**config.mk**
```make
export PLATFORM = sky130hd
export DESIGN_NAME = glb_cfg_top
export DESIGN_NICKNAME = d
export VERILOG_FILES = /design/src/source/glb_cfg_pkg.sv /design/src/source/glb_cfg_wb_bridge.sv /design/src/source/glb_tile_cfg.sv /design/src/source/glb_tile_store_dma.sv /design/src/source/glb_tile.sv /design/src/source/glb_cfg_top.sv
export SDC_FILE = /design/constraint.sdc
export NUM_CORES = 2
export LEC_CHECK = 0
export ABC_AREA = 1
export BUFFER_PORTS_ARGS = -buffer_cell sky130_fd_sc_hd__buf_4
export CORE_MARGIN = 2
export CORE_UTILIZATION = 46
export DETAILED_ROUTE_END_ITERATION = 8
export GPL_TIMING_DRIVEN = 0
export PLACE_DENSITY = 0.73
export REMOVE_ABC_BUFFERS = 1
export SYNTH_ARGS = -nofsm -noshare
export SYNTH_HDL_FRONTEND = slang
export SYNTH_HIERARCHICAL = 1
export SYNTH_SLANG_ARGS = --single-unit
```
**constraint.sdc**
```tcl
create_clock -name clk -period 21.6 [get_ports clk]
set_clock_uncertainty 0.2 [all_clocks]
set_input_delay 5.4 -clock clk [delete_from_list [all_inputs] [get_ports clk]]
set_output_delay 5.4 -clock clk [all_outputs]
set_load 0.03 [all_outputs]
```
**src/source/glb_cfg_pkg.sv**
```systemverilog
// global buffer configuration definitions
`default_nettype none

package glb_cfg_pkg;

    localparam int CFG_ADDR_WIDTH = 12;
    localparam int CFG_DATA_WIDTH = 32;
    localparam int TILE_ID_WIDTH = 4;
    localparam int GLB_ADDR_WIDTH = 16;
    localparam int MAX_NUM_WORDS_WIDTH = 8;
    localparam int BANK_DATA_WIDTH = 32;
    localparam int REG_IDX_WIDTH = 5;

    // address fields: tile id in [10:7], register index in [6:2]
    localparam int TILE_ID_LSB = 7;
    localparam int REG_IDX_LSB = 2;

    typedef logic [CFG_ADDR_WIDTH-1:0] cfg_addr_t;
    typedef logic [CFG_DATA_WIDTH-1:0] cfg_data_t;
    typedef logic [TILE_ID_WIDTH-1:0] tile_id_t;
    typedef logic [GLB_ADDR_WIDTH-1:0] glb_addr_t;
    typedef logic [MAX_NUM_WORDS_WIDTH-1:0] num_words_t;
    typedef logic [BANK_DATA_WIDTH-1:0] bank_data_t;
    typedef logic [REG_IDX_WIDTH-1:0] reg_idx_t;

    // control register, then two words per store header
    localparam reg_idx_t REG_CTRL = 5'd0;
    localparam reg_idx_t REG_HEADER_BASE = 5'd1;

    typedef struct packed {
        logic       valid;
        glb_addr_t  start_addr;
        num_words_t num_words;
    } dma_header_t;

    typedef struct packed {
        logic      wr_en;
        cfg_addr_t wr_addr;
        cfg_data_t wr_data;
        logic      rd_en;
        cfg_addr_t rd_addr;
    } cfg_req_t;

    typedef struct packed {
        logic      rd_data_valid;
        cfg_data_t rd_data;
    } cfg_rsp_t;

    typedef struct packed {
        logic       valid;
        bank_data_t data;
    } stream_t;

    typedef struct packed {
        logic       en;
        glb_addr_t  addr;
        bank_data_t data;
    } bank_wr_t;

endpackage

`default_nettype wire

```
**src/source/glb_cfg_wb_bridge.sv**
```systemverilog
// wishbone to configuration chain bridge
`timescale 1ns/100ps
`default_nettype none

module glb_cfg_wb_bridge #(
    parameter int NUM_TILES = 4
) (
    input  logic                   clk,
    input  logic                   reset,
    input  logic                   wb_cyc,
    input  logic                   wb_stb,
    input  logic                   wb_we,
    input  glb_cfg_pkg::cfg_addr_t wb_adr,
    input  glb_cfg_pkg::cfg_data_t wb_dat_w,
    output logic                   wb_ack,
    output glb_cfg_pkg::cfg_data_t wb_dat_r,
    output glb_cfg_pkg::cfg_req_t  cfg_req,
    input  glb_cfg_pkg::cfg_rsp_t  cfg_rsp
);

    typedef enum logic [1:0] {
        ST_IDLE,
        ST_WR_ACK,
        ST_RD_WAIT,
        ST_RD_ACK
    } state_t;

    state_t                 state;
    glb_cfg_pkg::tile_id_t  adr_tile;
    logic                   in_range;
    logic                   bus_req;
    glb_cfg_pkg::cfg_data_t rd_data_q;

    assign adr_tile = wb_adr[glb_cfg_pkg::TILE_ID_LSB +: glb_cfg_pkg::TILE_ID_WIDTH];
    assign in_range = int'(adr_tile) < NUM_TILES;
    assign bus_req = wb_cyc && wb_stb;

    always_ff @(posedge clk or posedge reset) begin
        if (reset) begin
            state <= ST_IDLE;
            cfg_req <= '0;
            rd_data_q <= '0;
        end else begin
            // request enables last a single cycle
            cfg_req.wr_en <= 1'b0;
            cfg_req.rd_en <= 1'b0;
            case (state)
                ST_IDLE: begin
                    if (bus_req) begin
                        if (wb_we) begin
                            // writes past the last tile are dropped here
                            cfg_req.wr_en <= in_range;
                            cfg_req.wr_addr <= wb_adr;
                            cfg_req.wr_data <= wb_dat_w;
                            state <= ST_WR_ACK;
                        end else if (in_range) begin
                            cfg_req.rd_en <= 1'b1;
                            cfg_req.rd_addr <= wb_adr;
                            state <= ST_RD_WAIT;
                        end else begin
                            // no tile would answer, reply zero locally
                            rd_data_q <= '0;
                            state <= ST_RD_ACK;
                        end
                    end
                end
                ST_WR_ACK: begin
                    state <= ST_IDLE;
                end
                ST_RD_WAIT: begin
                    if (cfg_rsp.rd_data_valid) begin
                        rd_data_q <= cfg_rsp.rd_data;
                        state <= ST_RD_ACK;
                    end
                end
                ST_RD_ACK: begin
                    state <= ST_IDLE;
                end
                default: begin
                    state <= ST_IDLE;
                end
            endcase
        end
    end

    assign wb_ack = (state == ST_WR_ACK) || (state == ST_RD_ACK);
    assign wb_dat_r = rd_data_q;

    ack_inside_cycle: assert property (@(posedge clk) disable iff (reset)
        wb_ack |-> (wb_cyc && wb_stb));

    // the chain only replies to the one read in flight
    rsp_only_while_waiting: assert property (@(posedge clk) disable iff (reset)
        cfg_rsp.rd_data_valid |-> (state == ST_RD_WAIT));

endmodule

`default_nettype wire

```
**src/source/glb_tile_cfg.sv**
```systemverilog
// tile configuration registers and router
`timescale 1ns/100ps
`default_nettype none

module glb_tile_cfg #(
    parameter int QUEUE_DEPTH = 4,
    localparam int IDX_WIDTH = (QUEUE_DEPTH > 1) ? $clog2(QUEUE_DEPTH) : 1
) (
    input  logic                     clk,
    input  logic                     reset,
    input  glb_cfg_pkg::tile_id_t    tile_id,
    input  glb_cfg_pkg::cfg_req_t    cfg_req_est,
    output glb_cfg_pkg::cfg_rsp_t    cfg_rsp_est,
    output glb_cfg_pkg::cfg_req_t    cfg_req_wst,
    input  glb_cfg_pkg::cfg_rsp_t    cfg_rsp_wst,
    output glb_cfg_pkg::dma_header_t headers [QUEUE_DEPTH],
    output logic                     store_dma_on,
    output logic                     store_dma_auto_on,
    input  logic                     hdr_done,
    input  logic [IDX_WIDTH-1:0]     hdr_done_idx
);

    localparam int NUM_HDR_REGS = 2 * QUEUE_DEPTH;
    localparam int RW = glb_cfg_pkg::REG_IDX_WIDTH;

    logic                   wr_match;
    logic                   rd_match;
    logic                   wr_hit;
    logic                   rd_hit;
    glb_cfg_pkg::reg_idx_t  wr_reg;
    glb_cfg_pkg::reg_idx_t  rd_reg;
    glb_cfg_pkg::reg_idx_t  wr_hdr_off;
    glb_cfg_pkg::reg_idx_t  rd_hdr_off;
    logic                   wr_hdr_hit;
    logic                   rd_hdr_hit;
    logic [QUEUE_DEPTH-1:0] wr_hdr_sel;
    glb_cfg_pkg::cfg_data_t rd_data;

    // address decode, write and read sides
    assign wr_match = cfg_req_est.wr_addr[glb_cfg_pkg::TILE_ID_LSB +: glb_cfg_pkg::TILE_ID_WIDTH]
                      == tile_id;
    assign rd_match = cfg_req_est.rd_addr[glb_cfg_pkg::TILE_ID_LSB +: glb_cfg_pkg::TILE_ID_WIDTH]
                      == tile_id;
    assign wr_hit = cfg_req_est.wr_en && wr_match;
    assign rd_hit = cfg_req_est.rd_en && rd_match;

    assign wr_reg = cfg_req_est.wr_addr[glb_cfg_pkg::REG_IDX_LSB +: RW];
    assign rd_reg = cfg_req_est.rd_addr[glb_cfg_pkg::REG_IDX_LSB +: RW];
    assign wr_hdr_off = wr_reg - glb_cfg_pkg::REG_HEADER_BASE;
    assign rd_hdr_off = rd_reg - glb_cfg_pkg::REG_HEADER_BASE;
    assign wr_hdr_hit = (wr_reg >= glb_cfg_pkg::REG_HEADER_BASE) && (int'(wr_hdr_off) < NUM_HDR_REGS);
    assign rd_hdr_hit = (rd_reg >= glb_cfg_pkg::REG_HEADER_BASE) && (int'(rd_hdr_off) < NUM_HDR_REGS);

    // header q owns offsets 2q and 2q+1
    always_comb begin
        for (int q = 0; q < QUEUE_DEPTH; q++) begin
            wr_hdr_sel[q] = wr_hit && wr_hdr_hit && (int'(wr_hdr_off[RW-1:1]) == q);
        end
    end

    always_ff @(posedge clk or posedge reset) begin
        if (reset) begin
            store_dma_on <= 1'b0;
            store_dma_auto_on <= 1'b0;
            for (int q = 0; q < QUEUE_DEPTH; q++) begin
                headers[q] <= '0;
            end
        end else begin
            if (wr_hit && (wr_reg == glb_cfg_pkg::REG_CTRL)) begin
                {store_dma_auto_on, store_dma_on} <= cfg_req_est.wr_data[1:0];
            end
            for (int q = 0; q < QUEUE_DEPTH; q++) begin
                if (wr_hdr_sel[q] && !wr_hdr_off[0]) begin
                    {headers[q].start_addr, headers[q].valid} <=
                        cfg_req_est.wr_data[glb_cfg_pkg::GLB_ADDR_WIDTH:0];
                end else if (hdr_done && (int'(hdr_done_idx) == q)) begin
                    // finished header retires unless the host rewrites it
                    headers[q].valid <= 1'b0;
                end
                if (wr_hdr_sel[q] && wr_hdr_off[0]) begin
                    headers[q].num_words <=
                        cfg_req_est.wr_data[glb_cfg_pkg::MAX_NUM_WORDS_WIDTH-1:0];
                end
            end
        end
    end

    // read mux, unmapped indices give zero
    always_comb begin
        rd_data = '0;
        if (rd_reg == glb_cfg_pkg::REG_CTRL) begin
            rd_data[1:0] = {store_dma_auto_on, store_dma_on};
        end else if (rd_hdr_hit) begin
            for (int q = 0; q < QUEUE_DEPTH; q++) begin
                if (int'(rd_hdr_off[RW-1:1]) == q) begin
                    if (!rd_hdr_off[0]) begin
                        rd_data[glb_cfg_pkg::GLB_ADDR_WIDTH:0] =
                            {headers[q].start_addr, headers[q].valid};
                    end else begin
                        rd_data[glb_cfg_pkg::MAX_NUM_WORDS_WIDTH-1:0] = headers[q].num_words;
                    end
                end
            end
        end
    end

    // requests for other tiles move one tile west per cycle
    always_ff @(posedge clk or posedge reset) begin
        if (reset) begin
            cfg_req_wst <= '0;
            cfg_rsp_est <= '0;
        end else begin
            cfg_req_wst.wr_en <= cfg_req_est.wr_en && !wr_match;
            cfg_req_wst.wr_addr <= cfg_req_est.wr_addr;
            cfg_req_wst.wr_data <= cfg_req_est.wr_data;
            cfg_req_wst.rd_en <= cfg_req_est.rd_en && !rd_match;
            cfg_req_wst.rd_addr <= cfg_req_est.rd_addr;

            // own reply, otherwise relay whatever comes from the west
            if (rd_hit) begin
                cfg_rsp_est.rd_data_valid <= 1'b1;
                cfg_rsp_est.rd_data <= rd_data;
            end else begin
                cfg_rsp_est <= cfg_rsp_wst;
            end
        end
    end

    // single outstanding read on the whole chain
    no_reply_collision: assert property (@(posedge clk) disable iff (reset)
        !(rd_hit && cfg_rsp_wst.rd_data_valid));

endmodule

`default_nettype wire

```
**src/source/glb_tile_store_dma.sv**
```systemverilog
// tile store dma
`timescale 1ns/100ps
`default_nettype none

module glb_tile_store_dma #(
    parameter int QUEUE_DEPTH = 4,
    localparam int IDX_WIDTH = (QUEUE_DEPTH > 1) ? $clog2(QUEUE_DEPTH) : 1
) (
    input  logic                     clk,
    input  logic                     reset,
    input  glb_cfg_pkg::dma_header_t headers [QUEUE_DEPTH],
    input  logic                     store_dma_on,
    input  logic                     store_dma_auto_on,
    input  glb_cfg_pkg::stream_t     stream_in,
    output logic                     stream_ready,
    output glb_cfg_pkg::bank_wr_t    bank_wr,
    output logic                     hdr_done,
    output logic [IDX_WIDTH-1:0]     hdr_done_idx
);

    typedef enum logic [1:0] {
        ST_IDLE,
        ST_SCAN,
        ST_XFER
    } state_t;

    state_t                   state;
    logic [IDX_WIDTH-1:0]     ptr;
    logic [IDX_WIDTH-1:0]     ptr_next;
    glb_cfg_pkg::num_words_t  count;
    glb_cfg_pkg::dma_header_t cur;
    logic                     accept;
    logic                     last_word;
    logic                     finish;

    assign cur = headers[ptr];
    assign ptr_next = (int'(ptr) == QUEUE_DEPTH - 1) ? '0 : ptr + 1'b1;

    assign stream_ready = (state == ST_XFER) && store_dma_on;
    assign accept = stream_in.valid && stream_ready;
    assign last_word = (count + 1'b1) >= cur.num_words;

    // empty header finishes straight from the scan
    assign finish = (state == ST_SCAN && store_dma_on && cur.valid && cur.num_words == '0)
                    || (accept && last_word);

    // auto mode keeps headers, so no retire request
    assign hdr_done = finish && !store_dma_auto_on;
    assign hdr_done_idx = ptr;

    always_ff @(posedge clk or posedge reset) begin
        if (reset) begin
            state <= ST_IDLE;
            ptr <= '0;
            count <= '0;
            bank_wr <= '0;
        end else begin
            bank_wr.en <= accept;
            if (accept) begin
                bank_wr.addr <= cur.start_addr + glb_cfg_pkg::glb_addr_t'(count);
                bank_wr.data <= stream_in.data;
            end

            case (state)
                ST_IDLE: begin
                    if (store_dma_on) begin
                        state <= ST_SCAN;
                    end
                end
                ST_SCAN: begin
                    if (!store_dma_on) begin
                        state <= ST_IDLE;
                    end else if (!cur.valid || cur.num_words == '0) begin
                        // one header per cycle
                        ptr <= ptr_next;
                        count <= '0;
                    end else begin
                        state <= ST_XFER;
                    end
                end
                ST_XFER: begin
                    if (accept) begin
                        if (last_word) begin
                            count <= '0;
                            ptr <= ptr_next;
                            state <= ST_SCAN;
                        end else begin
                            count <= count + 1'b1;
                        end
                    end else if (!store_dma_on) begin
                        // count kept, a later scan resumes this header
                        state <= ST_IDLE;
                    end
                end
                default: begin
                    state <= ST_IDLE;
                end
            endcase
        end
    end

    // word count stays inside the active header
    count_within_header: assert property (@(posedge clk) disable iff (reset)
        (state == ST_XFER) |-> (count < cur.num_words));

endmodule

`default_nettype wire

```
**src/source/glb_tile.sv**
```systemverilog
// global buffer tile
`timescale 1ns/100ps
`default_nettype none

module glb_tile #(
    parameter int QUEUE_DEPTH = 4,
    localparam int IDX_WIDTH = (QUEUE_DEPTH > 1) ? $clog2(QUEUE_DEPTH) : 1
) (
    input  logic                  clk,
    input  logic                  reset,
    input  glb_cfg_pkg::tile_id_t tile_id,
    input  glb_cfg_pkg::cfg_req_t cfg_req_est,
    output glb_cfg_pkg::cfg_rsp_t cfg_rsp_est,
    output glb_cfg_pkg::cfg_req_t cfg_req_wst,
    input  glb_cfg_pkg::cfg_rsp_t cfg_rsp_wst,
    input  glb_cfg_pkg::stream_t  stream_in,
    output logic                  stream_ready,
    output glb_cfg_pkg::bank_wr_t bank_wr
);

    // configuration to dma
    glb_cfg_pkg::dma_header_t headers [QUEUE_DEPTH];
    logic                     store_dma_on;
    logic                     store_dma_auto_on;
    logic                     hdr_done;
    logic [IDX_WIDTH-1:0]     hdr_done_idx;

    glb_tile_cfg #(
        .QUEUE_DEPTH(QUEUE_DEPTH)
    ) u_cfg (
        .clk              (clk),
        .reset            (reset),
        .tile_id          (tile_id),
        .cfg_req_est      (cfg_req_est),
        .cfg_rsp_est      (cfg_rsp_est),
        .cfg_req_wst      (cfg_req_wst),
        .cfg_rsp_wst      (cfg_rsp_wst),
        .headers          (headers),
        .store_dma_on     (store_dma_on),
        .store_dma_auto_on(store_dma_auto_on),
        .hdr_done         (hdr_done),
        .hdr_done_idx     (hdr_done_idx)
    );

    glb_tile_store_dma #(
        .QUEUE_DEPTH(QUEUE_DEPTH)
    ) u_store_dma (
        .clk              (clk),
        .reset            (reset),
        .headers          (headers),
        .store_dma_on     (store_dma_on),
        .store_dma_auto_on(store_dma_auto_on),
        .stream_in        (stream_in),
        .stream_ready     (stream_ready),
        .bank_wr          (bank_wr),
        .hdr_done         (hdr_done),
        .hdr_done_idx     (hdr_done_idx)
    );

endmodule

`default_nettype wire

```
**src/source/glb_cfg_top.sv**
```systemverilog
// global buffer configuration top
`timescale 1ns/100ps
`default_nettype none

module glb_cfg_top #(
    parameter int NUM_TILES = 4,
    parameter int QUEUE_DEPTH = 4
) (
    input  logic                   clk,
    input  logic                   reset,
    input  logic                   wb_cyc,
    input  logic                   wb_stb,
    input  logic                   wb_we,
    input  glb_cfg_pkg::cfg_addr_t wb_adr,
    input  glb_cfg_pkg::cfg_data_t wb_dat_w,
    output logic                   wb_ack,
    output glb_cfg_pkg::cfg_data_t wb_dat_r,
    input  glb_cfg_pkg::stream_t   stream_in [NUM_TILES],
    output logic [NUM_TILES-1:0]   stream_ready,
    output glb_cfg_pkg::bank_wr_t  bank_wr [NUM_TILES]
);

    // chain links, index k sits on the east side of tile k
    glb_cfg_pkg::cfg_req_t req_chain [NUM_TILES+1];
    glb_cfg_pkg::cfg_rsp_t rsp_chain [NUM_TILES+1];

    glb_cfg_wb_bridge #(
        .NUM_TILES(NUM_TILES)
    ) u_bridge (
        .clk     (clk),
        .reset   (reset),
        .wb_cyc  (wb_cyc),
        .wb_stb  (wb_stb),
        .wb_we   (wb_we),
        .wb_adr  (wb_adr),
        .wb_dat_w(wb_dat_w),
        .wb_ack  (wb_ack),
        .wb_dat_r(wb_dat_r),
        .cfg_req (req_chain[0]),
        .cfg_rsp (rsp_chain[0])
    );

    // nothing replies from beyond the west end
    assign rsp_chain[NUM_TILES] = '0;

    for (genvar k = 0; k < NUM_TILES; k++) begin : g_tile
        glb_tile #(
            .QUEUE_DEPTH(QUEUE_DEPTH)
        ) u_tile (
            .clk         (clk),
            .reset       (reset),
            .tile_id     (glb_cfg_pkg::tile_id_t'(k)),
            .cfg_req_est (req_chain[k]),
            .cfg_rsp_est (rsp_chain[k]),
            .cfg_req_wst (req_chain[k+1]),
            .cfg_rsp_wst (rsp_chain[k+1]),
            .stream_in   (stream_in[k]),
            .stream_ready(stream_ready[k]),
            .bank_wr     (bank_wr[k])
        );
    end

endmodule

`default_nettype wire

```
==> impl_metrics.json <==
{
  "run_status": "finished clean",
  "multi_input_area_sq_um": 22000,
  "ctsResizeCount": 0,
  "count_of_pins_over_their_slew_limit": 0,
  "synthesis.instances": 6259,
  "die_h_um": 332,
  "first_iter_violations": 4893,
  "powerDensity_nw_per_um2": 112,
  "final_report_setup_violation_count": 0,
  "fillCellCount": 9747,
  "max_cap_violations": 0,
  "clock-root-buffer": "sky130_fd_sc_hd__clkbuf_16",
  "worst-endpoint-arrival_ns": 8.05,
  "cts_tree": "built",
  "placement.io_buffers": 395,
  "die_area_sq_um": 110000,
  "finalSetupTns_ns": 0,
  "wl_per_cell_um": 17.9,
  "ys_warn_count": 6,
  "cp.required_ns": 21.97,
  "instances_no_fill": 8022,
  "gp_routability_congestion": 0.949,
  "finish.net_count": 6806,
  "rsz0062_at_grt": "no",
  "grt_overflow": 0,
  "final_antenna_net_count": 0,
  "initial_utilization": 0.463,
  "end_kind": "register",
  "timing.critical_path.cells": "buf_4, nand2_2, inv_2, nand2_1, a21oi_1, nand3_1, nand2_1, inv_1, nand2_1, nand2_1",
  "cts_inserted_buffers": 101,
  "groute.usage.overall": 0.254,
  "floorplan.core_area_sq_um": 107000,
  "mostFrequentLayoutCells": "sky130_fd_sc_hd__nand2_1, sky130_fd_sc_hd__dfrtp_1, sky130_fd_sc_hd__inv_1, sky130_fd_sc_hd__nand3_1, sky130_fd_sc_hd__buf_4",
  "dp_slack_ns": 13.24,
  "worst_setup_path_start_kind": "primary input",
  "finish.utilization": 0.534,
  "drt_drc_violations_left": 0,
  "final_layout_size_suffix_gt1_frac": 0.135,
  "worst_ir_drop_vdd_mv": 0.0911,
  "achievable-frequency_ghz": 0.130,
  "worst-slew-pin-transition_ns": 1.39,
  "timing.critical_path.fanout_max": 61,
  "clkLatencyLatePin_ns": 0.71,
  "fp.dieW_um": 332,
  "cts.reportedPaths.clkPinSlew_ns": 0.07,
  "cts-hold-fix-buffers": 0,
  "slew_headroom": 0.0723,
  "grt_max_degree": 116,
  "mappedNetlistArea_sq_um": 49600,
  "setup_ws_ns": 13.92,
  "dp_hpwl_mm": 94.5,
  "critPathMostFrequentCell": "sky130_fd_sc_hd__nand2_1",
  "boundaryPins": 414,
  "timing_worst_setup_path_type": "primary input to register",
  "number_of_antenna_violations_at_the_first_check_in_global_routing": 3,
  "min_period_ns": 7.68,
  "critPathTopFamily": "simple AND/OR/NAND/NOR gates",
  "cts_num_sinks": 966,
  "routed_via_density": 5.43,
  "grt_first_pass_wirelength_mm": 227,
  "power.total_mw": 6.39,
  "worstHoldPathType": "register to register",
  "post-route-period-util": 0.356,
  "leakage_nw": 30.1,
  "postPlaceCellArea_sq_um": 53400,
  "cts-root-to-sink-buffers": 3,
  "critical_path.slowest_cell": "sky130_fd_sc_hd__inv_2",
  "area_growth_syn_to_layout_pct": 15.2,
  "routed_wl_mm": 144,
  "rows": 120,
  "synthesis.area_per_instance_sq_um": 7.92,
  "critPathBufInv": 3,
  "htree_levels": 3,
  "total_via_count_in_the_routed_design": 43600,
  "dp.cells": 7834,
  "worst_hold_slack_ns": 0.186,
  "layout.area.seq_sq_um": 24200,
  "final-hold-violation-count": 0,
  "biggest_cell_delay_along_the_critical_path_ns": 0.85,
  "final_std_cell_area_no_fill_sq_um": 57100,
  "cts.repair_timing.setup_buffer_count": 0,
  "first_global_vias": 41200,
  "final_common_cell": "sky130_fd_sc_hd__nand2_1",
  "drt_first_pass_iters": 7
}
-- area by class of cell --
cell class,instances,share of cell area
clock inverters,45,0.0134
repair buffers,431,0.0642
inverters,483,0.0328
well taps,1403,0.0307
flip-flops and latches,966,0.423
clock buffers,139,0.0509
multi-input cells,4554,0.385
diodes,1,0.0000438
-- worst paths after layout --
check | startpoint | to | slack, ns | cells after the start
setup / recovery | stream_in[65] | g_tile[2].u_tile/u_cfg/headers[24]$_DFFE_PP0P_ | 13.92 | 10
hold / removal | g_tile[1].u_tile/u_cfg/cfg_req_wst[48]$_DFF_PP0_ | g_tile[2].u_tile/u_cfg/cfg_req_wst[48]$_DFF_PP0_ | 0.19 | 0
setup reg to reg | g_tile[2].u_tile/u_cfg/cfg_req_wst[2]$_DFF_PP0_ | g_tile[3].u_tile/u_cfg/cfg_rsp_est[7]$_DFF_PP0_ | 16.68 | 10
hold reg to reg | g_tile[1].u_tile/u_cfg/cfg_req_wst[48]$_DFF_PP0_ | g_tile[2].u_tile/u_cfg/cfg_req_wst[48]$_DFF_PP0_ | 0.19 | 0
max in group asynchronous | reset | g_tile[0].u_tile/u_cfg/cfg_req_wst[2]$_DFF_PP0_ | 15.40 | 3
min in group asynchronous | reset | u_bridge/wb_dat_r[19]$_DFFE_PP0P_ | 4.69 | 2
-- sequential cells by signal (all words and copies together), names as in the netlist --
signal	cells
g_tile.u_tile/u_store_dma/hdr_done_idx	8
g_tile.u_tile/u_cfg/headers	400
g_tile.u_tile/u_cfg/cfg_rsp_est	132
g_tile.u_tile/u_store_dma/state	8
u_bridge/state	2
g_tile.u_tile/u_cfg/store_dma_auto_on	4
g_tile.u_tile/u_store_dma/count	32
g_tile.u_tile/u_cfg/store_dma_on	4
u_bridge/wb_dat_r	32
g_tile.u_tile/u_cfg/cfg_req_wst	111
u_bridge/cfg_req	37
g_tile.u_tile/u_store_dma/bank_wr	196
-- metal layers --
layer	vias up	GRT usage	part of all wire
met5	-	0	0
met4	0	0.102	0.038
met3	338	0.0465	0.090
met2	2003	0.401	0.46
met1	20700	0.347	0.41
li1	20600	-	-
-- worst register-to-register path, stage by stage, from the launching register on --
cell and delay (ns):
sky130_fd_sc_hd__dfrtp_2 0.63, sky130_fd_sc_hd__inv_1 1.04, sky130_fd_sc_hd__ha_1 0.40, sky130_fd_sc_hd__nand2_1 0.07
sky130_fd_sc_hd__nand2_1 0.07, sky130_fd_sc_hd__nand2_1 0.08, sky130_fd_sc_hd__nor2_4 0.95, sky130_fd_sc_hd__nand2_2 0.19
sky130_fd_sc_hd__nor2_2 0.72, sky130_fd_sc_hd__o21ai_0 0.18, sky130_fd_sc_hd__o21ai_0 0.30
-- power breakdown --
part           switching [mW]  internal, mW
registers               0.330          1.98
clock network           0.765          1.14
logic                    1.61         0.565
Note: power is estimated with default switching activity, not from simulation.
